[src/source/decode_pkg.sv]
// shared RV64I/Zicsr decode types; machine mode only, CSR address 0 doubles as "no CSR"
`default_nettype none

package decode_pkg;

  localparam int XLEN       = 64;
  localparam int INST_W     = 32;
  localparam int GPR_ADDR_W = 5;
  localparam int CSR_ADDR_W = 12;

  typedef logic [XLEN-1:0]       xlen_t;
  typedef logic [XLEN-1:0]       pc_t;
  typedef logic [INST_W-1:0]     inst_t;
  typedef logic [GPR_ADDR_W-1:0] gpr_addr_t;
  typedef logic [CSR_ADDR_W-1:0] csr_addr_t;

  // machine CSRs
  localparam csr_addr_t CSR_MSTATUS  = 12'h300;
  localparam csr_addr_t CSR_MTVEC    = 12'h305;
  localparam csr_addr_t CSR_MSCRATCH = 12'h340;
  localparam csr_addr_t CSR_MEPC     = 12'h341;
  localparam csr_addr_t CSR_MCAUSE   = 12'h342;

  localparam xlen_t CAUSE_ECALL_M = 64'd11;

  localparam logic [6:0] OP_LUI    = 7'b0110111;
  localparam logic [6:0] OP_AUIPC  = 7'b0010111;
  localparam logic [6:0] OP_JAL    = 7'b1101111;
  localparam logic [6:0] OP_JALR   = 7'b1100111;
  localparam logic [6:0] OP_BRANCH = 7'b1100011;
  localparam logic [6:0] OP_LOAD   = 7'b0000011;
  localparam logic [6:0] OP_STORE  = 7'b0100011;
  localparam logic [6:0] OP_IMM    = 7'b0010011;
  localparam logic [6:0] OP_IMM32  = 7'b0011011;
  localparam logic [6:0] OP_REG    = 7'b0110011;
  localparam logic [6:0] OP_REG32  = 7'b0111011;
  localparam logic [6:0] OP_SYSTEM = 7'b1110011;

  typedef enum logic [4:0] {
    ALU_ADD, ALU_SUB, ALU_SLL, ALU_SLT, ALU_SLTU, ALU_XOR,
    ALU_SRL, ALU_SRA, ALU_OR, ALU_AND, ALU_PASSB
  } alu_op_e;

  typedef enum logic       {SRC1_RS1, SRC1_PC} src1_sel_e;
  typedef enum logic [1:0] {SRC2_RS2, SRC2_IMM, SRC2_FOUR, SRC2_CSR} src2_sel_e;
  typedef enum logic [2:0] {CSR_OP_NONE, CSR_OP_WRITE, CSR_OP_SET, CSR_OP_CLEAR} csr_op_e;

  typedef struct packed {
    logic      bren;
    logic [2:0] brfunc;    // funct3 of the branch
    logic      jal;
    logic      jalr;
    src1_sel_e src1_sel;
    src2_sel_e src2_sel;
    logic      word_cut;   // *W ops, sign-extend low 32 bits
    alu_op_e   alu_op;
    logic      gpr_wen;
    logic      mem_ren;
    logic      mem_wen;
    logic [2:0] mem_op;    // funct3 of load/store
    logic      csr_ren;
    logic      csr_wen;
    csr_op_e   csr_op;
    logic      csr_inst;   // old csr value goes to rd
    logic      ebreak;
    logic      ecall;
    logic      mret;
    logic      illegal;
  } ctrl_t;

  typedef struct packed {
    inst_t inst;
    pc_t   pc;
  } fetch_pkt_t;

  typedef struct packed {
    logic      gpr_wen;
    gpr_addr_t gpr_waddr;
    xlen_t     gpr_wdata;
    logic      csr_wen;
    csr_addr_t csr_waddr;
    xlen_t     csr_wdata;
  } wb_pkt_t;

  typedef struct packed {
    gpr_addr_t gpr_rd;
    csr_addr_t csr_rd;
  } busy_dst_t;

  typedef struct packed {
    xlen_t     rs1data;
    xlen_t     rs2data;
    xlen_t     csrdata;
    xlen_t     imm;
    pc_t       pc;
    gpr_addr_t rd;
    csr_addr_t csr;
    ctrl_t     ctrl;
  } issue_pkt_t;

  typedef struct packed {
    logic taken;
    pc_t  target;
  } redirect_t;

endpackage

`default_nettype wire

[src/source/decode_unit.sv]
// RV64I + Zicsr + ecall/ebreak/mret; unused register indices read as x0, csr imm forms put zimm in imm
`default_nettype none

module decode_unit import decode_pkg::*; (
  input  wire inst_t i_inst,
  output gpr_addr_t  o_rs1,
  output gpr_addr_t  o_rs2,
  output gpr_addr_t  o_rd,
  output xlen_t      o_imm,
  output csr_addr_t  o_csr,
  output ctrl_t      o_ctrl
);

  logic [6:0] opcode;
  logic [2:0] funct3;
  logic [6:0] funct7;
  logic       legal;
  logic       use_rs1;
  logic       use_rs2;
  logic       use_rd;
  xlen_t      imm_i;
  xlen_t      imm_s;
  xlen_t      imm_b;
  xlen_t      imm_u;
  xlen_t      imm_j;
  xlen_t      imm_z;

  assign opcode = i_inst[6:0];
  assign funct3 = i_inst[14:12];
  assign funct7 = i_inst[31:25];

  assign imm_i = {{52{i_inst[31]}}, i_inst[31:20]};
  assign imm_s = {{52{i_inst[31]}}, i_inst[31:25], i_inst[11:7]};
  assign imm_b = {{51{i_inst[31]}}, i_inst[31], i_inst[7], i_inst[30:25], i_inst[11:8], 1'b0};
  assign imm_u = {{32{i_inst[31]}}, i_inst[31:12], 12'b0};
  assign imm_j = {{43{i_inst[31]}}, i_inst[31], i_inst[19:12], i_inst[20], i_inst[30:21], 1'b0};
  assign imm_z = {59'b0, i_inst[19:15]};  // csr*i operand

  function automatic alu_op_e alu_of(input logic [2:0] f3, input logic alt);
    case (f3)
      3'b000:  return alt ? ALU_SUB : ALU_ADD;
      3'b001:  return ALU_SLL;
      3'b010:  return ALU_SLT;
      3'b011:  return ALU_SLTU;
      3'b100:  return ALU_XOR;
      3'b101:  return alt ? ALU_SRA : ALU_SRL;
      3'b110:  return ALU_OR;
      default: return ALU_AND;
    endcase
  endfunction

  always_comb begin
    o_ctrl  = '0;
    o_imm   = '0;
    o_csr   = '0;
    legal   = 1'b0;
    use_rs1 = 1'b0;
    use_rs2 = 1'b0;
    use_rd  = 1'b0;
    case (opcode)
      OP_LUI: begin
        legal = 1'b1; use_rd = 1'b1; o_imm = imm_u;
        o_ctrl.src2_sel = SRC2_IMM;
        o_ctrl.alu_op   = ALU_PASSB;
        o_ctrl.gpr_wen  = 1'b1;
      end
      OP_AUIPC: begin
        legal = 1'b1; use_rd = 1'b1; o_imm = imm_u;
        o_ctrl.src1_sel = SRC1_PC;
        o_ctrl.src2_sel = SRC2_IMM;
        o_ctrl.gpr_wen  = 1'b1;
      end
      OP_JAL, OP_JALR: begin // rd gets pc + 4
        legal   = (opcode == OP_JAL) || (funct3 == 3'b000);
        use_rs1 = (opcode == OP_JALR);
        use_rd  = 1'b1;
        o_imm   = (opcode == OP_JAL) ? imm_j : imm_i;
        o_ctrl.src1_sel = SRC1_PC;
        o_ctrl.src2_sel = SRC2_FOUR;
        o_ctrl.gpr_wen  = 1'b1;
        o_ctrl.jal      = (opcode == OP_JAL);
        o_ctrl.jalr     = (opcode == OP_JALR);
      end
      OP_BRANCH: begin
        legal = (funct3[2:1] != 2'b01); use_rs1 = 1'b1; use_rs2 = 1'b1; o_imm = imm_b;
        o_ctrl.bren   = 1'b1;
        o_ctrl.brfunc = funct3;
      end
      OP_LOAD: begin
        legal = (funct3 != 3'b111); use_rs1 = 1'b1; use_rd = 1'b1; o_imm = imm_i;
        o_ctrl.src2_sel = SRC2_IMM;
        o_ctrl.gpr_wen  = 1'b1;
        o_ctrl.mem_ren  = 1'b1;
        o_ctrl.mem_op   = funct3;
      end
      OP_STORE: begin
        legal = !funct3[2]; use_rs1 = 1'b1; use_rs2 = 1'b1; o_imm = imm_s;
        o_ctrl.src2_sel = SRC2_IMM;
        o_ctrl.mem_wen  = 1'b1;
        o_ctrl.mem_op   = funct3;
      end
      OP_IMM, OP_IMM32: begin
        case (funct3)
          3'b001:  legal = (opcode == OP_IMM) ? (funct7[6:1] == '0) : (funct7 == '0);
          3'b101:  legal = (opcode == OP_IMM) ? (funct7[6:1] inside {6'b000000, 6'b010000})
                                              : (funct7 inside {7'b0000000, 7'b0100000});
          3'b000:  legal = 1'b1;
          default: legal = (opcode == OP_IMM); // no slti/xori etc. in the W group
        endcase
        use_rs1 = 1'b1; use_rd = 1'b1; o_imm = imm_i;
        o_ctrl.src2_sel = SRC2_IMM;
        o_ctrl.alu_op   = alu_of(funct3, (funct3 == 3'b101) && i_inst[30]);
        o_ctrl.word_cut = (opcode == OP_IMM32);
        o_ctrl.gpr_wen  = 1'b1;
      end
      OP_REG, OP_REG32: begin
        legal = (funct7 == '0) ||
                ((funct7 == 7'b0100000) && (funct3 == 3'b000 || funct3 == 3'b101));
        if (opcode == OP_REG32) legal = legal && (funct3 inside {3'b000, 3'b001, 3'b101});
        use_rs1 = 1'b1; use_rs2 = 1'b1; use_rd = 1'b1;
        o_ctrl.alu_op   = alu_of(funct3, i_inst[30]);
        o_ctrl.word_cut = (opcode == OP_REG32);
        o_ctrl.gpr_wen  = 1'b1;
      end
      OP_SYSTEM: begin
        if (funct3 == 3'b000) begin
          case (i_inst)
            32'h0000_0073: begin legal = 1'b1; o_ctrl.ecall = 1'b1; o_csr = CSR_MTVEC; end
            32'h0010_0073: begin legal = 1'b1; o_ctrl.ebreak = 1'b1; end
            32'h3020_0073: begin legal = 1'b1; o_ctrl.mret = 1'b1; o_csr = CSR_MEPC; end
            default: ;
          endcase
        end else if (funct3 != 3'b100) begin
          legal = 1'b1; use_rs1 = !funct3[2]; use_rd = 1'b1;
          o_imm = funct3[2] ? imm_z : '0;
          o_csr = i_inst[31:20];
          o_ctrl.src2_sel = SRC2_CSR;
          o_ctrl.alu_op   = ALU_PASSB;
          o_ctrl.gpr_wen  = 1'b1;
          o_ctrl.csr_ren  = 1'b1;
          o_ctrl.csr_inst = 1'b1;
          o_ctrl.csr_wen  = (funct3[1:0] == 2'b01) || (i_inst[19:15] != '0); // csrrs/c x0: no write
          case (funct3[1:0])
            2'b01:   o_ctrl.csr_op = CSR_OP_WRITE;
            2'b10:   o_ctrl.csr_op = CSR_OP_SET;
            default: o_ctrl.csr_op = CSR_OP_CLEAR;
          endcase
        end
      end
      default: ;
    endcase
    if (!legal) begin
      o_ctrl         = '0;
      o_ctrl.illegal = 1'b1;
      o_imm          = '0;
      o_csr          = '0;
      use_rs1        = 1'b0;
      use_rs2        = 1'b0;
      use_rd         = 1'b0;
    end
  end

  assign o_rs1 = use_rs1 ? i_inst[19:15] : '0;
  assign o_rs2 = use_rs2 ? i_inst[24:20] : '0;
  assign o_rd  = use_rd  ? i_inst[11:7]  : '0;

endmodule

`default_nettype wire

[config.mk]
export PLATFORM = sky130hd
export DESIGN_NAME = decode_unit
export DESIGN_NICKNAME = d
export VERILOG_FILES = /design/src/source/decode_pkg.sv /design/src/source/decode_unit.sv
export SDC_FILE = /design/constraint.sdc
export NUM_CORES = 1
export LEC_CHECK = 0
export BUFFER_PORTS_ARGS = -buffer_cell sky130_fd_sc_hd__buf_2
export CORE_ASPECT_RATIO = 0.9
export CORE_MARGIN = 5
export CORE_UTILIZATION = 38
export DETAILED_ROUTE_END_ITERATION = 8
export PLACE_DENSITY = 0.81
export SLEW_MARGIN = 0
export SYNTH_ARGS = -nofsm -noshare
export SYNTH_HDL_FRONTEND = slang
export SYNTH_SLANG_ARGS = --single-unit
[constraint.sdc]
create_clock -name vclk -period 3.8
set_input_delay 0.38 -clock vclk [all_inputs]
set_output_delay 0.38 -clock vclk [all_outputs]
set_load 0.05 [all_outputs]
== After elaboration in Yosys (flattened, before gate mapping) ==
Cells that the tools add are included.

* $mul: 0
* Div/mod/pow operators: 0
* $add $sub $neg: 0
* $lt $le $gt $ge: 0
* Bitwise logic cells: 0
* Reduce and logical (&&, ||, !) cells: 27
* Shift-type cells: 0
* Muxes and demuxes: 60
* Equality and inequality tests: 28

{| class="wikitable"
|+ Operator list
! operator !! count
|-
| one-hot mux 64 bit (6 select lines) || 1
|-
| 2-to-1 mux 64 bit || 1
|-
| one-hot mux 4 bit (7 select lines) || 2
|-
| 2-to-1 mux 12 bit || 4
|-
| 2-to-1 mux 5 bit || 8
|-
| equality test 7 x 6 -> 1 bit (second input constant) || 5
|-
| equality test 32 x 21 -> 1 bit (second input constant) || 1
|-
| equality test 32 x 30 -> 1 bit (second input constant) || 1
|-
| equality test 32 x 7 -> 1 bit (second input constant) || 1
|-
| 2-to-1 mux 31 bit || 1
|-
| equality test 7 bit (second input constant) || 4
|-
| 2-to-1 mux 1 bit || 23
|-
| equality test 7 x 5 -> 1 bit (second input constant) || 3
|-
| 2-to-1 mux 20 bit || 1
|-
| one-hot mux 10 bit (2 select lines) || 1
|-
| one-hot mux 5 bit (4 select lines) || 1
|-
| 2-to-1 mux 6 bit || 2
|-
| OR reduction 2 bit || 5
|-
| equality test 3 bit (second input constant) || 3
|-
| 2-to-1 mux 9 bit || 1
|-
| OR reduction 3 bit || 3
|-
| OR reduction 9 bit || 1
|-
| one-hot mux 1 bit (8 select lines) || 1
|-
| equality test 7 x 2 -> 1 bit (second input constant) || 1
|-
| 26 further kinds || 40
|}

* Memories kept: 0
* Output and inout bits: 122
* Flip-flop bits (word level): 0
* Logic and storage cells: 115
* ROM bits: 0
* Memory bits (writable): 0
* Bits in latches: 0
* Input port bits: 32

== Depth between registers and ports, before layout ==
* Depth in word-level cells: 9
* Gate-level depth with buffers: 8

== Worst setup path before layout ==
Ideal clock, no wire load.

* Path type: input -> output
* Start: input port i_inst[2]
* End: output port o_imm[32]
* Stages: 7
* Buffers on the path: 3
* Setup slack: -1.962 ns
* Data arrival time: 5.382 ns
* Path through: buf_2 > or2_2 > nor4_1 > nor4_4 > buf_2 > a31oi_1 > buf_4

* Word-level cells in the longest chain between the ends: 6
* Elaborated cells on any way between the ends: 31
* Classes of those cells: eq/ne: 15; mux: 9; reduce/logical: 7

{| class="wikitable"
|+ RTL lines
! item !! RTL line !! RTL
|-
| from (decl) || decode_unit.sv:5 || <nowiki>input wire inst_t i_inst,</nowiki>
|-
| equality test 32 x 21 -> 1 bit (tied with other cells) || decode_unit.sv:127 || <nowiki>case (i_inst)</nowiki>
|-
| OR reduction 3 bit (no line) || - ||
|-
| 2-to-1 mux 1 bit || decode_unit.sv:127 ||
|-
| 2-to-1 mux 1 bit || decode_unit.sv:126 || <nowiki>if (funct3 == 3'b000) begin</nowiki>
|-
| one-hot mux 1 bit (8 select lines) || decode_unit.sv:60 || <nowiki>case (opcode)</nowiki>
|-
| 2-to-1 mux 64 bit (*) || decode_unit.sv:152 || <nowiki>if (!legal) begin</nowiki>
|-
| to (decl) || decode_unit.sv:9 || <nowiki>output xlen_t o_imm,</nowiki>
|}

Every way passes the cells marked *; elsewhere a longest branch is shown, timed or not.

==> flow_summary.ini <==
[finish]
drive_gt1_share_pct = 42.2
n_clock_buffer = 0
seq_area_um2 = 0
nNetsFinal = 456
areaGrowthSynthToFinish_pct = 29.0
antenna_cells = 0
nFlopsAndLatches = 0

[pwr]
leakage_nw = 1.22
power_density_nw_per_um2 = 56.9
peakVddDrop_mv = 0.0367

[synth]
synth_compound_area_share_pct = 40.4
yosysMostFrequentCell = a31oi_1
synthMuxAreaShare_pct = 0
netlist_instances = 325
syn_avg_cell_area_um2 = 5.95
synth_top_family_by_area = compound AO/OA/AOI/OAI gates
synth.top_cell.area_share_pct = 18.4
synth_area_leaders = a31oi_1, buf_4, a21oi_1, nand2_1, clkbuf_1
synthesis.area_um2 = 1930
yosys.area.top_type = a31oi_1
yosys.area_share.xor_xnor_pct = 0.453
synth_simple_gate_area_share_pct = 36.1
ys_types = 49
synth-seq-area-share_pct = 0
synthAdderAreaFrac_pct = 0
yosysWarnings = 0
synthTopCellsByCount = a31oi_1, nand2_1, buf_4

[route]
vias = 2895
drt_iter0_markers = 240
first_pass_iters = 5
drcViolationCount = 0
wl_mm = 8.91
routed_via_density = 5.94
antenna_left = 0
routedWlPerCell_um = 18.3

[timing]
timing.hold.ws_ps = 1170
hold_violations = 0
period_minus_slack_ps = 3320
setup_viol = 0
worst_slew_pin_slew_ps = 831
relSlewSlack_pct = 44.6
finalMaxSlewViolations = 0
fin_crit_sh_pct = 87.4
fmax_ghz = 0.301
fin_tns_setup_ps = 0
rsz0062_at_grt = false

[min_path]
min_to = o_rd[2]
min-delay-start = i_inst[9]
hp-class = input pin to output pin
min_path_cells = 4

[setup_path]
startpoint_type = input pin
cp.arrival_ps = 2940
crit_chain = buf_2, nand4bb_1, buf_4, nor2_1, buf_4, or2_2, nor4_4, buf_4, and3_1, buf_2
crit_fanout = 56
crit_family = buffers and inverters
cp_num_buf_inv = 5
critPathRequiredTime_ps = 3420
critical-path-top-cell-by-count = buf_4
cp-end-kind = output pin
cpPeakStageDelay_ps = 520
cp.depth = 10
slowest_stage = buf_4
critPathKind = input pin to output pin

[die]
pin_count = 154
die_x_um = 85.2
die-area_um2 = 6620
rows = 24
die_h_um = 77.7
start_util_pct = 39.5
core_area_um2 = 4890

[placed_design]
hpwl_mm = 6.83
port_buffers = 152
gp_congestion = 0.958

[global_route]
grt_usage_pct = 24.4
grt_first_pass_wirelength_mm = 13.7
antenna_found_initial = 0
grt_pass1_vias = 2575
grt_max_degree = 57
gr-total-overflow = 0

[outcome]
status = complete, no violations

[clock_network]
ctsHoldBuffers = 0
cts_resized = 0
post-cts-setup-buffers = 0

[run]
max_cap_viol_count = 0
-- cells in the final DEF, fill, tap and decap left out, types with 9 or more instances in the layout --
cell type	instances
buf_2	152
a31oi_1	56
nand2_1	37
a21oi_1	28
nor2_1	14
and3_1	12
buf_4	10
o21ai_0	9
-- metrics by stage --
| stage | power, mW | std cells | utilization [%] | instance area [µm²] | worst slack [ps] |
|---|---|---|---|---|---|
| 2_1_floorplan | 0.0839 | 326 | - | 1970 | 81.0 |
| 3_3_place_gp | 0.139 | 487 | 50.9 | 2490 | 564 |
| 3_5_place_dp | 0.139 | 487 | 50.9 | 2490 | 513 |
| 4_1_cts | 0.139 | 487 | 50.9 | 2490 | 508 |
| 5_1_grt | 0.152 | 487 | 50.9 | 2490 | 320 |
| 6_report | 0.142 | 487 | 50.9 | 2490 | 477 |
-- per-layer routing --
metal	global-route usage (%)	up-vias	share of wire [%]
met5	0	-	0
met4	0.633	0	0.54
met3	3.71	10	11
met2	41.9	179	47
met1	33.8	1316	42
li1	-	1390	-
-- cell families (layout without fill, tap and decap cells) --
logic type / Yosys count / after routing
and+or+nand+nor: 126 / 126
AOI/OAI and AO/OA: 123 / 123
buffers and inverters: 74 / 170
other: 1 / 2
xor gates and xnor gates: 1 / 1
-- power by group --
| group | total, mW | switching, mW | internal (mW) |
|---|---|---|---|
| combinational | 0.142 | 0.103 | 0.0391 |
| sequential | 0 | 0 | 0 |
| clock | 0 | 0 | 0 |
-- cell type report --
| type | instances | area (µm²) |
|---|---|---|
| fillers | 549 | 2400 |
| well taps | 65 | 81.3 |
| repair buffers | 162 | 836 |
| inverters | 8 | 30.0 |
| multi-input cells | 252 | 1550 |
-- worst max-delay path by stage --
stage | startpoint | end | slack, ps
after global placement | i_inst[6] | o_ctrl[0] | 560
final | i_inst[6] | o_ctrl[0] | 480
after global routing | i_inst[6] | o_imm[43] | 320
after floorplan | i_inst[2] | o_imm[32] | 80
after CTS | i_inst[6] | o_imm[33] | 510
after detailed placement | i_inst[6] | o_imm[33] | 510
Power figures use the tool's default switching activity.
