===== config.mk =====
export PLATFORM = sky130hd
export DESIGN_NAME = branch_unit
export DESIGN_NICKNAME = d
export VERILOG_FILES = /design/src/source/decode_pkg.sv /design/src/source/branch_unit.sv
export SDC_FILE = /design/constraint.sdc
export NUM_CORES = 1
export LEC_CHECK = 0
export ABC_AREA = 1
export BUFFER_PORTS_ARGS = -buffer_cell sky130_fd_sc_hd__clkbuf_2
export CAP_MARGIN = 10
export CORE_AREA = 2 2 189 191
export DETAILED_ROUTE_END_ITERATION = 7
export DIE_AREA = 0 0 191 193
export GPL_TIMING_DRIVEN = 0
export PLACE_DENSITY = 0.63
export SYNTH_ARGS = -nofsm -noshare
export SYNTH_HDL_FRONTEND = slang
export SYNTH_SLANG_ARGS = --single-unit
export TNS_END_PERCENT = 50

===== constraint.sdc =====
create_clock -name vclk -period 5.2
set_input_delay 0.52 -clock vclk [all_inputs]
set_output_delay 0.52 -clock vclk [all_outputs]
set_load 0.05 [all_outputs]

===== src/source/decode_pkg.sv =====
// shared RV64I/Zicsr decode types; machine mode only, CSR address 0 doubles as "no CSR"
`default_nettype none

package decode_pkg;

  localparam int XLEN       = 64;
  localparam int INST_W     = 32;
  localparam int GPR_ADDR_W = 5;
  localparam int CSR_ADDR_W = 12;

  typedef logic [XLEN-1:0]       xlen_t;
  typedef logic [XLEN-1:0]       pc_t;
  typedef logic [INST_W-1:0]     inst_t;
  typedef logic [GPR_ADDR_W-1:0] gpr_addr_t;
  typedef logic [CSR_ADDR_W-1:0] csr_addr_t;

  // machine CSRs
  localparam csr_addr_t CSR_MSTATUS  = 12'h300;
  localparam csr_addr_t CSR_MTVEC    = 12'h305;
  localparam csr_addr_t CSR_MSCRATCH = 12'h340;
  localparam csr_addr_t CSR_MEPC     = 12'h341;
  localparam csr_addr_t CSR_MCAUSE   = 12'h342;

  localparam xlen_t CAUSE_ECALL_M = 64'd11;

  localparam logic [6:0] OP_LUI    = 7'b0110111;
  localparam logic [6:0] OP_AUIPC  = 7'b0010111;
  localparam logic [6:0] OP_JAL    = 7'b1101111;
  localparam logic [6:0] OP_JALR   = 7'b1100111;
  localparam logic [6:0] OP_BRANCH = 7'b1100011;
  localparam logic [6:0] OP_LOAD   = 7'b0000011;
  localparam logic [6:0] OP_STORE  = 7'b0100011;
  localparam logic [6:0] OP_IMM    = 7'b0010011;
  localparam logic [6:0] OP_IMM32  = 7'b0011011;
  localparam logic [6:0] OP_REG    = 7'b0110011;
  localparam logic [6:0] OP_REG32  = 7'b0111011;
  localparam logic [6:0] OP_SYSTEM = 7'b1110011;

  typedef enum logic [4:0] {
    ALU_ADD, ALU_SUB, ALU_SLL, ALU_SLT, ALU_SLTU, ALU_XOR,
    ALU_SRL, ALU_SRA, ALU_OR, ALU_AND, ALU_PASSB
  } alu_op_e;

  typedef enum logic       {SRC1_RS1, SRC1_PC} src1_sel_e;
  typedef enum logic [1:0] {SRC2_RS2, SRC2_IMM, SRC2_FOUR, SRC2_CSR} src2_sel_e;
  typedef enum logic [2:0] {CSR_OP_NONE, CSR_OP_WRITE, CSR_OP_SET, CSR_OP_CLEAR} csr_op_e;

  typedef struct packed {
    logic      bren;
    logic [2:0] brfunc;    // funct3 of the branch
    logic      jal;
    logic      jalr;
    src1_sel_e src1_sel;
    src2_sel_e src2_sel;
    logic      word_cut;   // *W ops, sign-extend low 32 bits
    alu_op_e   alu_op;
    logic      gpr_wen;
    logic      mem_ren;
    logic      mem_wen;
    logic [2:0] mem_op;    // funct3 of load/store
    logic      csr_ren;
    logic      csr_wen;
    csr_op_e   csr_op;
    logic      csr_inst;   // old csr value goes to rd
    logic      ebreak;
    logic      ecall;
    logic      mret;
    logic      illegal;
  } ctrl_t;

  typedef struct packed {
    inst_t inst;
    pc_t   pc;
  } fetch_pkt_t;

  typedef struct packed {
    logic      gpr_wen;
    gpr_addr_t gpr_waddr;
    xlen_t     gpr_wdata;
    logic      csr_wen;
    csr_addr_t csr_waddr;
    xlen_t     csr_wdata;
  } wb_pkt_t;

  typedef struct packed {
    gpr_addr_t gpr_rd;
    csr_addr_t csr_rd;
  } busy_dst_t;

  typedef struct packed {
    xlen_t     rs1data;
    xlen_t     rs2data;
    xlen_t     csrdata;
    xlen_t     imm;
    pc_t       pc;
    gpr_addr_t rd;
    csr_addr_t csr;
    ctrl_t     ctrl;
  } issue_pkt_t;

  typedef struct packed {
    logic taken;
    pc_t  target;
  } redirect_t;

endpackage

`default_nettype wire


===== src/source/branch_unit.sv =====
// redirect is only taken in the fire cycle; ecall and mret take priority over jumps and branches
`default_nettype none

module branch_unit import decode_pkg::*; (
  input  wire xlen_t i_rs1data,
  input  wire xlen_t i_rs2data,
  input  wire pc_t   i_pc,
  input  wire xlen_t i_imm,
  input  wire ctrl_t i_ctrl,
  input  wire xlen_t i_mtvec,
  input  wire xlen_t i_mepc,
  input  wire logic  i_fire,
  output redirect_t  o_redirect
);

  logic cond;
  logic hit;
  pc_t  target;

  always_comb begin
    case (i_ctrl.brfunc)
      3'b000:  cond = (i_rs1data == i_rs2data);
      3'b001:  cond = (i_rs1data != i_rs2data);
      3'b100:  cond = ($signed(i_rs1data) <  $signed(i_rs2data));
      3'b101:  cond = ($signed(i_rs1data) >= $signed(i_rs2data));
      3'b110:  cond = (i_rs1data <  i_rs2data);
      3'b111:  cond = (i_rs1data >= i_rs2data);
      default: cond = 1'b0;
    endcase
  end

  always_comb begin
    hit    = 1'b1;
    target = i_pc + i_imm; // jal and taken branches
    if (i_ctrl.ecall) begin
      target = i_mtvec;
    end else if (i_ctrl.mret) begin
      target = i_mepc;
    end else if (i_ctrl.jalr) begin
      target = (i_rs1data + i_imm) & ~64'd1;
    end else if (!i_ctrl.jal) begin
      hit = i_ctrl.bren && cond;
    end
  end

  assign o_redirect = '{taken: i_fire && hit, target: target};

endmodule

`default_nettype wire


# After elaboration in Yosys (flattened, before gate mapping)
# Index checks and enable logic that the tools add are counted.
# word_totals
reg_bits	0
in_bits	416
output_inout_bits	65
elab_cells	24
# op_classes
addsub	2
n_lt_le_gt_ge	4
eq_ne	7
n_mux	8
reduce_logical	3
# op_table
operator	n
64-bit 2-to-1 mux	3
64-bit adder	2
64-bit >= comparator	2
64-bit less-than comparator	2
64-bit == test	1
64-bit inequality test	1
3-bit == test (second input constant)	4
1-bit one-hot mux with 6 select lines	1
1-bit 2-to-1 mux	4
3-bit by 1-bit == test with 1-bit output (second input constant)	1
3-bit logical NOT	1
1-bit logical AND	2

# Longest topological paths before layout
# Gate-level depths: netlist of the first run.
# depth
ltp_word	8
mapped_depth	21
depth_no_buf	21

# Worst setup path before layout of the first run
# Ideal clock, no wire load.
# synth_timing
path_type	input to output
from	in i_pc[0]
to	out o_redirect[22] in the netlist's numbering
arrival_ns	3.127
path_slack_ns	1.553
cell_stages	14
path_buffers	0
path_cell_list	ha_1 -> inv_1 -> fa_1 -> inv_1 -> nand2_1 -> o21ai_2 -> a21oi_2 -> o21ai_2 -> nand2_1 -> nand2_1 -> nor2_1 -> o21ai_0 -> nor2_1 -> o21ai_0
# synth_lines
item	line_no	rtl
start: declaration	branch_unit.sv:7	input wire pc_t i_pc,
end: declaration	branch_unit.sv:13	output redirect_t o_redirect

==> metrics.txt, run 1 <==
final worst path period need=roughly 4200 ps; number of global-route vias before repair=around 18000; cell count after synthesis=roughly 2500; Post-DP HPWL=between 60000 and 70000 um; # rows=between 60 and 70; Seq/Total Area, Yosys=0%; Final Hold Fails=0; Hold Crit Class=input port to primary output; Routed Antenna Nets=0; Metal-1 WL=around 33000 um; syn_area_per_cell=~5.1 um2; status=completed; largest net degree at the start of global routing=11; critical path type=input port to primary output; Netlist Area Pre-Place=~13000 um2; PortBufs=455; Slew Limit Fails=0; Post-CTS Setup Bufs=0; Iter 0 DRT Violations=~1900; Met3 Wirelength=~8600 um; Final Cycle Share=between 80% and 90%; core area=34960 um2; CP Cell Sequence=clkbuf_2, ha_1, nand2_1, nor2_1, inv_1, nor2_1, inv_1, nor2_1, nand4_1, nand3_1, a21oi_1, o21ai_0, nand3_1, nand2_1, nand2_1, clkbuf_2; layout cells sized above 1=18.78%; CP required=around 4700 ps; LEAKAGE=about 8.2 nW; GRT Overall Usage=~40%; library cells used by synthesis=44; PwrDens=between 100 and 150 nW/um2; max_slew headroom=17.84%; Slowest-stage cell, CP=ha_1; max-cap violations=0; Synth area leader=ha_1; max incr delay on CP=470 ps; synth warn=0; ranking of synthesized cells by area=ha_1 18%, nand2_1 18%, a21oi_1 10%, nor2_1 10%, inv_1 9.6%; Yosys top cell area share=roughly 18%; post-route setup TNS=0 ps; # nets final=3580; CLK BUF=0; Initial DRT Pass Iterations=6; VDD IR-drop max=just over 0.00007 V; I/O Pins=481; Worst Setup End Kind=primary output; DR WL met2=~33000 um; Slew @ Worst Pin=roughly 1200 ps; grt ovf=0; Hold Buf Count CTS=0; wire length per cell=~22 um; Total Routed Length=between 70000 and 80000 um; Die Y=a little under 200 um; Seq cells=0; RSZ-0062 raised after global routing=no; register area=0 um2; antenna diode count=0; vias per cell=roughly 5.7; fmax=0.2367 GHz; Fin Hold WS=1417 ps; die area=36860 um2; routability congestion estimate=between 1 and 1.5; Chip Width=around 190 um; final setup violation count=0; DR DRC count=0; first-pass GRT wire length=~110000 um; crit path DAT=approximately 3700 ps; Initial Utilization=between 30% and 40%; crit path launch type=input port; CP max FO=5; CTS resizes=0; FILL cells=4033; syn_nets=around 3100; routed via count=19510; P&R area growth vs syn=22.12%; initial antenna violation count=1; top sig layer=met5; Post-synth top cells=609 x nand2_1, 358 x nor2_1, 331 x inv_1; most common cell in the netlist=nand2_1
==> cell type report <==
type	instances	area, um2	share of cell area (%)
tap	461	576.8	3.660
timing repair buffer	455	2277	14.45
inverter	361	1355	8.599
multi-input combinational	2113	11390	72.26
buffer	42	162.7	1.032
==> kinds of logic after synthesis <==
kind of cell / share of synthesized area (%)
buffers and inverters: 11.76
xor gates and xnor gates: 1.765
adders and majority gates: 18.63
and+or+nand+nor: 42.34
AOI/OAI and AO/OA: 25.50
==> cells in the final DEF, fill, tap and decap left out, types with 27 or more instances in the layout <==
master,n
nand2_1,609
clkbuf_2,455
nor2_1,358
inv_1,331
a21oi_1,269
o21ai_0,211
nand3_1,189
ha_1,189
o21ai_1,35
clkbuf_1,32
inv_2,30
nor3_1,29
nand4_1,27
==> worst max-delay path: cells and delay by family <==
family	cells	cell delay [ps]
AO/OA/AOI/OAI	2	390
adder cells (fa/ha/maj)	1	470
buffers and inverters	4	560
AND/OR/NAND/NOR	9	1760
==> final timing paths <==
path / from / endpoint / slack [ps] / cells after the start
worst max-delay path: i_imm[30] / o_redirect[43] / 970 / 16
worst min-delay path: i_fire / o_redirect[64] / 1420 / 4
==> routing by layer <==
metal / GRT usage (%) / vias to the layer above
met5: 0 / -
met4: 12.73 / 2
met3: 7.240 / 147
met2: 61.79 / 994
met1: 55.46 / 9098
li1: - / 9268
==> where the power goes <==
group	internal [mW]	switching, mW
Sequential	0	0
Clock	0	0
Combinational	0.614	1.45
Total	0.614	1.45
==> per-stage QoR <==
step	cell area, um2	instances	worst slack, ps	util, %	power (mW)
3_5_place_dp	15760	3432	1124	45.07	1.992
4_1_cts	15760	3432	1114	45.07	2.001
2_1_floorplan	12900	2516	1553	-	1.241
3_3_place_gp	15760	3432	1103	45.07	1.982
5_1_grt	15760	3432	910.6	45.07	2.226
6_report	15760	3432	974.4	45.07	2.067
Note: power is estimated with default switching activity, not from simulation.
==> run 2: changes to the inputs <==
- CORE_AREA: 2 2 189 191 -> 2 2 184 186
- DIE_AREA: 0 0 191 193 -> 0 0 186 188
- PLACE_DENSITY: 0.63 -> 0.66
- clock period: 5.2 -> 4.22 ns (I/O delays scaled with it)
==> run 2 against run 1 <==
Compared with the run above:
- count of clock-buffer cells in the layout stayed put
- critical path depth did not move
- via count grew 0.10%
- combinational power increased by 23%
- setup slack got worse by 750 ps
- total power grew 23%
- final cell count shrank 0.26%
- largest cell class unchanged
==> metrics.txt, run 2 (synthesized netlist as in run 1, its figures left out) <==
sw frac=70.31% (about the same); initial antenna violation count=3 (+2); Initial Utilization=38.97% (+2.1 points); max_slew headroom=13.55% (-4.3 points); Initial DRT Pass Iterations=6 (unchanged); multi-input logic area=11390 um2 (unchanged); P&R area growth vs syn=22.07% (about the same); Post-DP HPWL=68220 um (-0.85%); Iter 0 DRT Violations=2352 (+24%); Final Cycle Share=94.63%; Routed Antenna Nets=0 (unchanged); CP required=3800 ps (-880 ps); FILL cells=3802 (-5.7%); die area=34970 um2 (-5.1%); final worst path period need=about 4000 ps; most common cell after layout, fill and taps aside=nand2_1; number of global-route vias before repair=18340 (+2.7%); grt ovf=0 (unchanged); post-route setup TNS=0 ps (unchanged); Hold Buf Count CTS=0 (unchanged); status=completed; core area=33110 um2 (-5.3%); Slew @ Worst Pin=1297 ps (+64.29 ps); critical path type=input port to primary output; sequential group share of total power=0% (unchanged); GRT Overall Usage=41.86% (+2.0 points); Slowest-stage cell, CP=fa_1; PortBufs=455 (unchanged); RSZ-0062 raised after global routing=no; routability congestion estimate=1.079 (+3.8%); Chip Width=186 um (-2.6%); Worst Setup End Kind=primary output; wire length per cell=22.23 um (-0.60%); Logic pwr share=100.0% (about the same); PnR Total Power=2.547 mW (+23%); Clk pwr share=0% (unchanged); Slew Limit Fails=0 (unchanged); crit-path leading delay family=compound AO/OA/AOI/OAI gates; crit path DAT=3570 ps (-140 ps); Hold Startpoint=i_fire; layout cells sized above 1=18.78% (unchanged); vias per cell=5.705 (+0.37%); I/O Pins=481 (unchanged); Die Y=188 um (-2.6%); # rows=67 (-2.9%); final design utilization=47.57% (+2.5 points); max incr delay on CP=410 ps (-60 ps); max-cap violations=0 (unchanged); hold path cells=4 (unchanged); CTS resizes=0 (unchanged); CP Cell Sequence=clkbuf_2, inv_1, fa_1, inv_1, nand3_1, nand2_1, a21oi_2, o21ai_2, inv_1, o21ai_1, a21oi_1, o21ai_0, o21ai_0, nor2_1, o21ai_0, clkbuf_2; Post-CTS Setup Bufs=0 (unchanged); routed via count=19530 (+0.10%); Sw Pwr=1.791 mW (+23%); LEAKAGE=8.243 nW (about the same); internal power=756.2 uW (+23%); most frequent cells in the layout=609 x nand2_1, 455 x clkbuf_2, 358 x nor2_1, 331 x inv_1, 269 x a21oi_1; CP max FO=5 (unchanged); DR DRC count=0 (unchanged); register area=0 um2 (unchanged); hold worst-path end=o_redirect[64]; fmax=between 0.2 and 0.3 GHz; Worst Path Buf+Inv=5 (+1); Hold Crit Class=input port to primary output; PwrDens=161.7 nW/um2 (+23%); CLK BUF=0 (unchanged); Total Routed Length=76080 um (-0.86%); largest net degree at the start of global routing=11 (unchanged); Final Hold Fails=0 (unchanged); final setup violation count=0 (unchanged); crit path launch type=input port; Seq cells=0 (unchanged); VDD IR-drop max=0.00007652 V (+6.9%); first-pass GRT wire length=108300 um (+0.15%); # nets final=3580 (unchanged)
[run 2: changes by cell type in the layout (fill, tap and decap cells not counted), sizes merged]
cell,change
diode,+4
[run 2: cell type report]
| class | count | share of cell area (%) |
|---|---|---|
| repair buffers | 455 | 14.46 |
| inverters | 361 | 8.602 |
| diodes | 4 | 0.06354 |
| well taps | 448 | 3.558 |
| multi-input cells | 2113 | 72.29 |
| plain buffers | 42 | 1.033 |
[run 2: how the worst max path moves through the flow]
stage,depth (start not counted),to,start
floorplan,14,o_redirect[22],i_pc[0]
global placement,13,o_redirect[56],i_imm[55]
detailed placement,13,o_redirect[56],i_imm[55]
CTS,13,o_redirect[56],i_imm[55]
global route,13,o_redirect[56],i_imm[55]
finish,16,o_redirect[22],i_rs1data[1]
[run 2: power groups by stage]
stage / logic (mW) / clock network (mW) / registers [mW]
floorplan: 1.53 / 0 / 0
global placement: 2.43 / 0 / 0
detailed placement: 2.44 / 0 / 0
CTS: 2.45 / 0 / 0
global route: 2.72 / 0 / 0
finish: 2.55 / 0.0000000379 / 0
[run 2: metal layers]
| layer | vias up | global-route usage (%) | wire length [um] |
|---|---|---|---|
| met2 | 1057 | 65.33 | 32860 |
| li1 | 9289 | - | - |
| met3 | 114 | 7.788 | 8734 |
| met5 | - | 0 | 27 |
| met1 | 9065 | 58.42 | 32040 |
| met4 | 4 | 11.45 | 2427 |
[run 2: metrics by stage]
| stage | worst slack [ps] | cell area [um2] | hold WS (ps) | std cells |
|---|---|---|---|---|
| after floorplan | 769.0 | 12900 | 1059 | 2516 |
| after global placement | 412.4 | 15740 | 1217 | 3419 |
| after detailed placement | 466.5 | 15740 | 1219 | 3419 |
| after CTS | 457.6 | 15740 | 1220 | 3419 |
| after global routing | 211.7 | 15740 | 1248 | 3419 |
| final | 226.4 | 15750 | 1219 | 3423 |
==> run 3: changes to the inputs <==
- CORE_AREA: 2 2 184 186 -> 2 2 189 191
- DIE_AREA: 0 0 186 188 -> 0 0 191 193
- PLACE_DENSITY: 0.66 -> 0.68
==> run 3 against run 2 <==
Compared with the run above:
- die area grew 5.4%
- non-clock buffer count grew 1
- sequential cell count is the same
- global-route usage shrank 1.3 points
- sequential share of layout area is the same
- final cell count grew 0.32%
- fmax shrank 3.3%
- total power grew 0.90%
- combinational power is essentially flat
- worst hold slack gained 9.9 ps
- critical path depth shrank 10
- critical path type unchanged
- largest cell class unchanged
==> metrics.txt, run 3 (synthesized netlist as in run 1, its figures left out) <==
status=completed; I/O Pins=481 (unchanged); P&R area growth vs syn=22.25%; fmax=0.2422 GHz (-3.3%); crit path DAT=3710 ps (+140 ps); sequential group share of total power=0% (unchanged); core area=34960 um2 (+5.6%); most common cell after layout, fill and taps aside=nand2_1; post-route setup TNS=0 ps (unchanged); layout cells sized above 1=18.81% (+0.027 points); Slew Limit Fails=0 (unchanged); hold worst-path end=o_redirect[64]; Final Hold Fails=0 (unchanged); Hold Crit Class=input port to primary output; wire length per cell=22.89 um (+3.0%); GRT Overall Usage=40.52% (-1.3 points); final worst path period need=4128 ps (+134.8 ps); # nets final=3581 (+0.028%); Total Routed Length=78600 um (+3.3%); CP required=3800 ps (about the same); DR DRC count=0 (unchanged); CLK BUF=0 (unchanged); # rows=69 (+3.0%); max_slew headroom=11.12% (-2.4 points); Post-CTS Setup Bufs=0 (unchanged); crit path launch type=input port; Iter 0 DRT Violations=2142 (-8.9%); Sw Pwr=1.812 mW (+1.2%); initial antenna violation count=0 (-3); CTS resizes=0 (unchanged); Clk pwr share=0% (unchanged); VDD IR-drop max=0.0001061 V (+39%); final setup violation count=0 (unchanged); Post-DP HPWL=70220 um (+2.9%); Initial Utilization=36.91% (-2.1 points); CP max FO=10 (+5); Worst Setup End Kind=primary output; Chip Width=191 um (+2.7%); Final Cycle Share=97.83% (+3.2 points); Initial DRT Pass Iterations=8 (+2); register area=0 um2 (unchanged); multi-input logic area=11390 um2 (unchanged); die area=36860 um2 (+5.4%); Logic pwr share=100.0% (about the same); largest net degree at the start of global routing=11 (unchanged); Fin Hold WS=1229 ps (+9.900 ps); Routed Antenna Nets=0 (unchanged); FILL cells=4040 (+6.3%); first-pass GRT wire length=109600 um (+1.2%); max-cap violations=0 (unchanged); RSZ-0062 raised after global routing=no; Die Y=193 um (+2.7%); vias per cell=5.678 (-0.48%); Seq cells=0 (unchanged); grt ovf=0 (unchanged); hold path cells=4 (unchanged); internal power=757.5 uW (+0.16%); Hold Buf Count CTS=0 (unchanged); Slew @ Worst Pin=1333 ps (+36.56 ps); sw frac=70.52% (+0.22 points); routed via count=19500 (-0.16%); LEAKAGE=8.251 nW (about the same); most frequent cells in the layout=609 x nand2_1, 455 x clkbuf_2, 358 x nor2_1, 331 x inv_1, 269 x a21oi_1; PwrDens=162.9 nW/um2 (+0.75%); PnR Total Power=2.570 mW (+0.90%); number of global-route vias before repair=17870 (-2.6%); routability congestion estimate=1.082 (+0.24%); critical path type=input port to primary output; Hold Startpoint=i_fire; PortBufs=455 (unchanged)
[run 3: worst max-delay path by stage]
stage	start	to	slack, ps	cells after the start
global placement	i_imm[28]	o_redirect[29]	340	11
detailed placement	i_pc[2]	o_redirect[29]	330	15
finish	i_ctrl[2]	o_redirect[34]	90	6
floorplan	i_pc[0]	o_redirect[22]	770	14
CTS	i_pc[2]	o_redirect[29]	320	15
global route	i_rs1data[1]	o_redirect[22]	70	15
[run 3: cell type report]
type               count  share of cell area (%)
diodes                 1                 0.01586
plain buffers         42                   1.031
well taps            461                   3.656
inverters            361                   8.589
repair buffers       456                   14.53
multi-input cells   2113                   72.18
[run 3: metal layers]
metal	global-route usage (%)	wire length (um)	share of wire (%)	vias up
met5	0	0	0	-
met4	11.78	2647	3.4	0
met3	6.679	8296	11	116
met2	62.97	33740	43	998
met1	57.18	33920	43	9100
li1	-	-	-	9283
[run 3: power by group through the flow]
stage,Clock [mW],Sequential (mW),Combinational (mW)
2_1_floorplan,0,0,1.53
3_3_place_gp,0,0,2.45
3_5_place_dp,0,0,2.47
4_1_cts,0,0,2.48
5_1_grt,0,0,2.75
6_report,0.0000000134,0,2.57
[run 3: critical path, cell delays in order]
cell and delay, ps:
clkbuf_1 500, clkbuf_1 1030, clkbuf_1 990, nand2_1 300
nand2_1 160, clkbuf_2 280
[run 3: stage by stage]
| step | worst slack [ps] | util [%] | std cells | instance area [um2] |
|---|---|---|---|---|
| after floorplan | 769.0 | - | 2516 | 12900 |
| after global placement | 339.7 | 45.07 | 3432 | 15760 |
| after detailed placement | 328.0 | 45.07 | 3432 | 15760 |
| after CTS | 323.0 | 45.07 | 3432 | 15760 |
| after global routing | 67.66 | 45.11 | 3433 | 15770 |
| final | 91.64 | 45.12 | 3434 | 15780 |
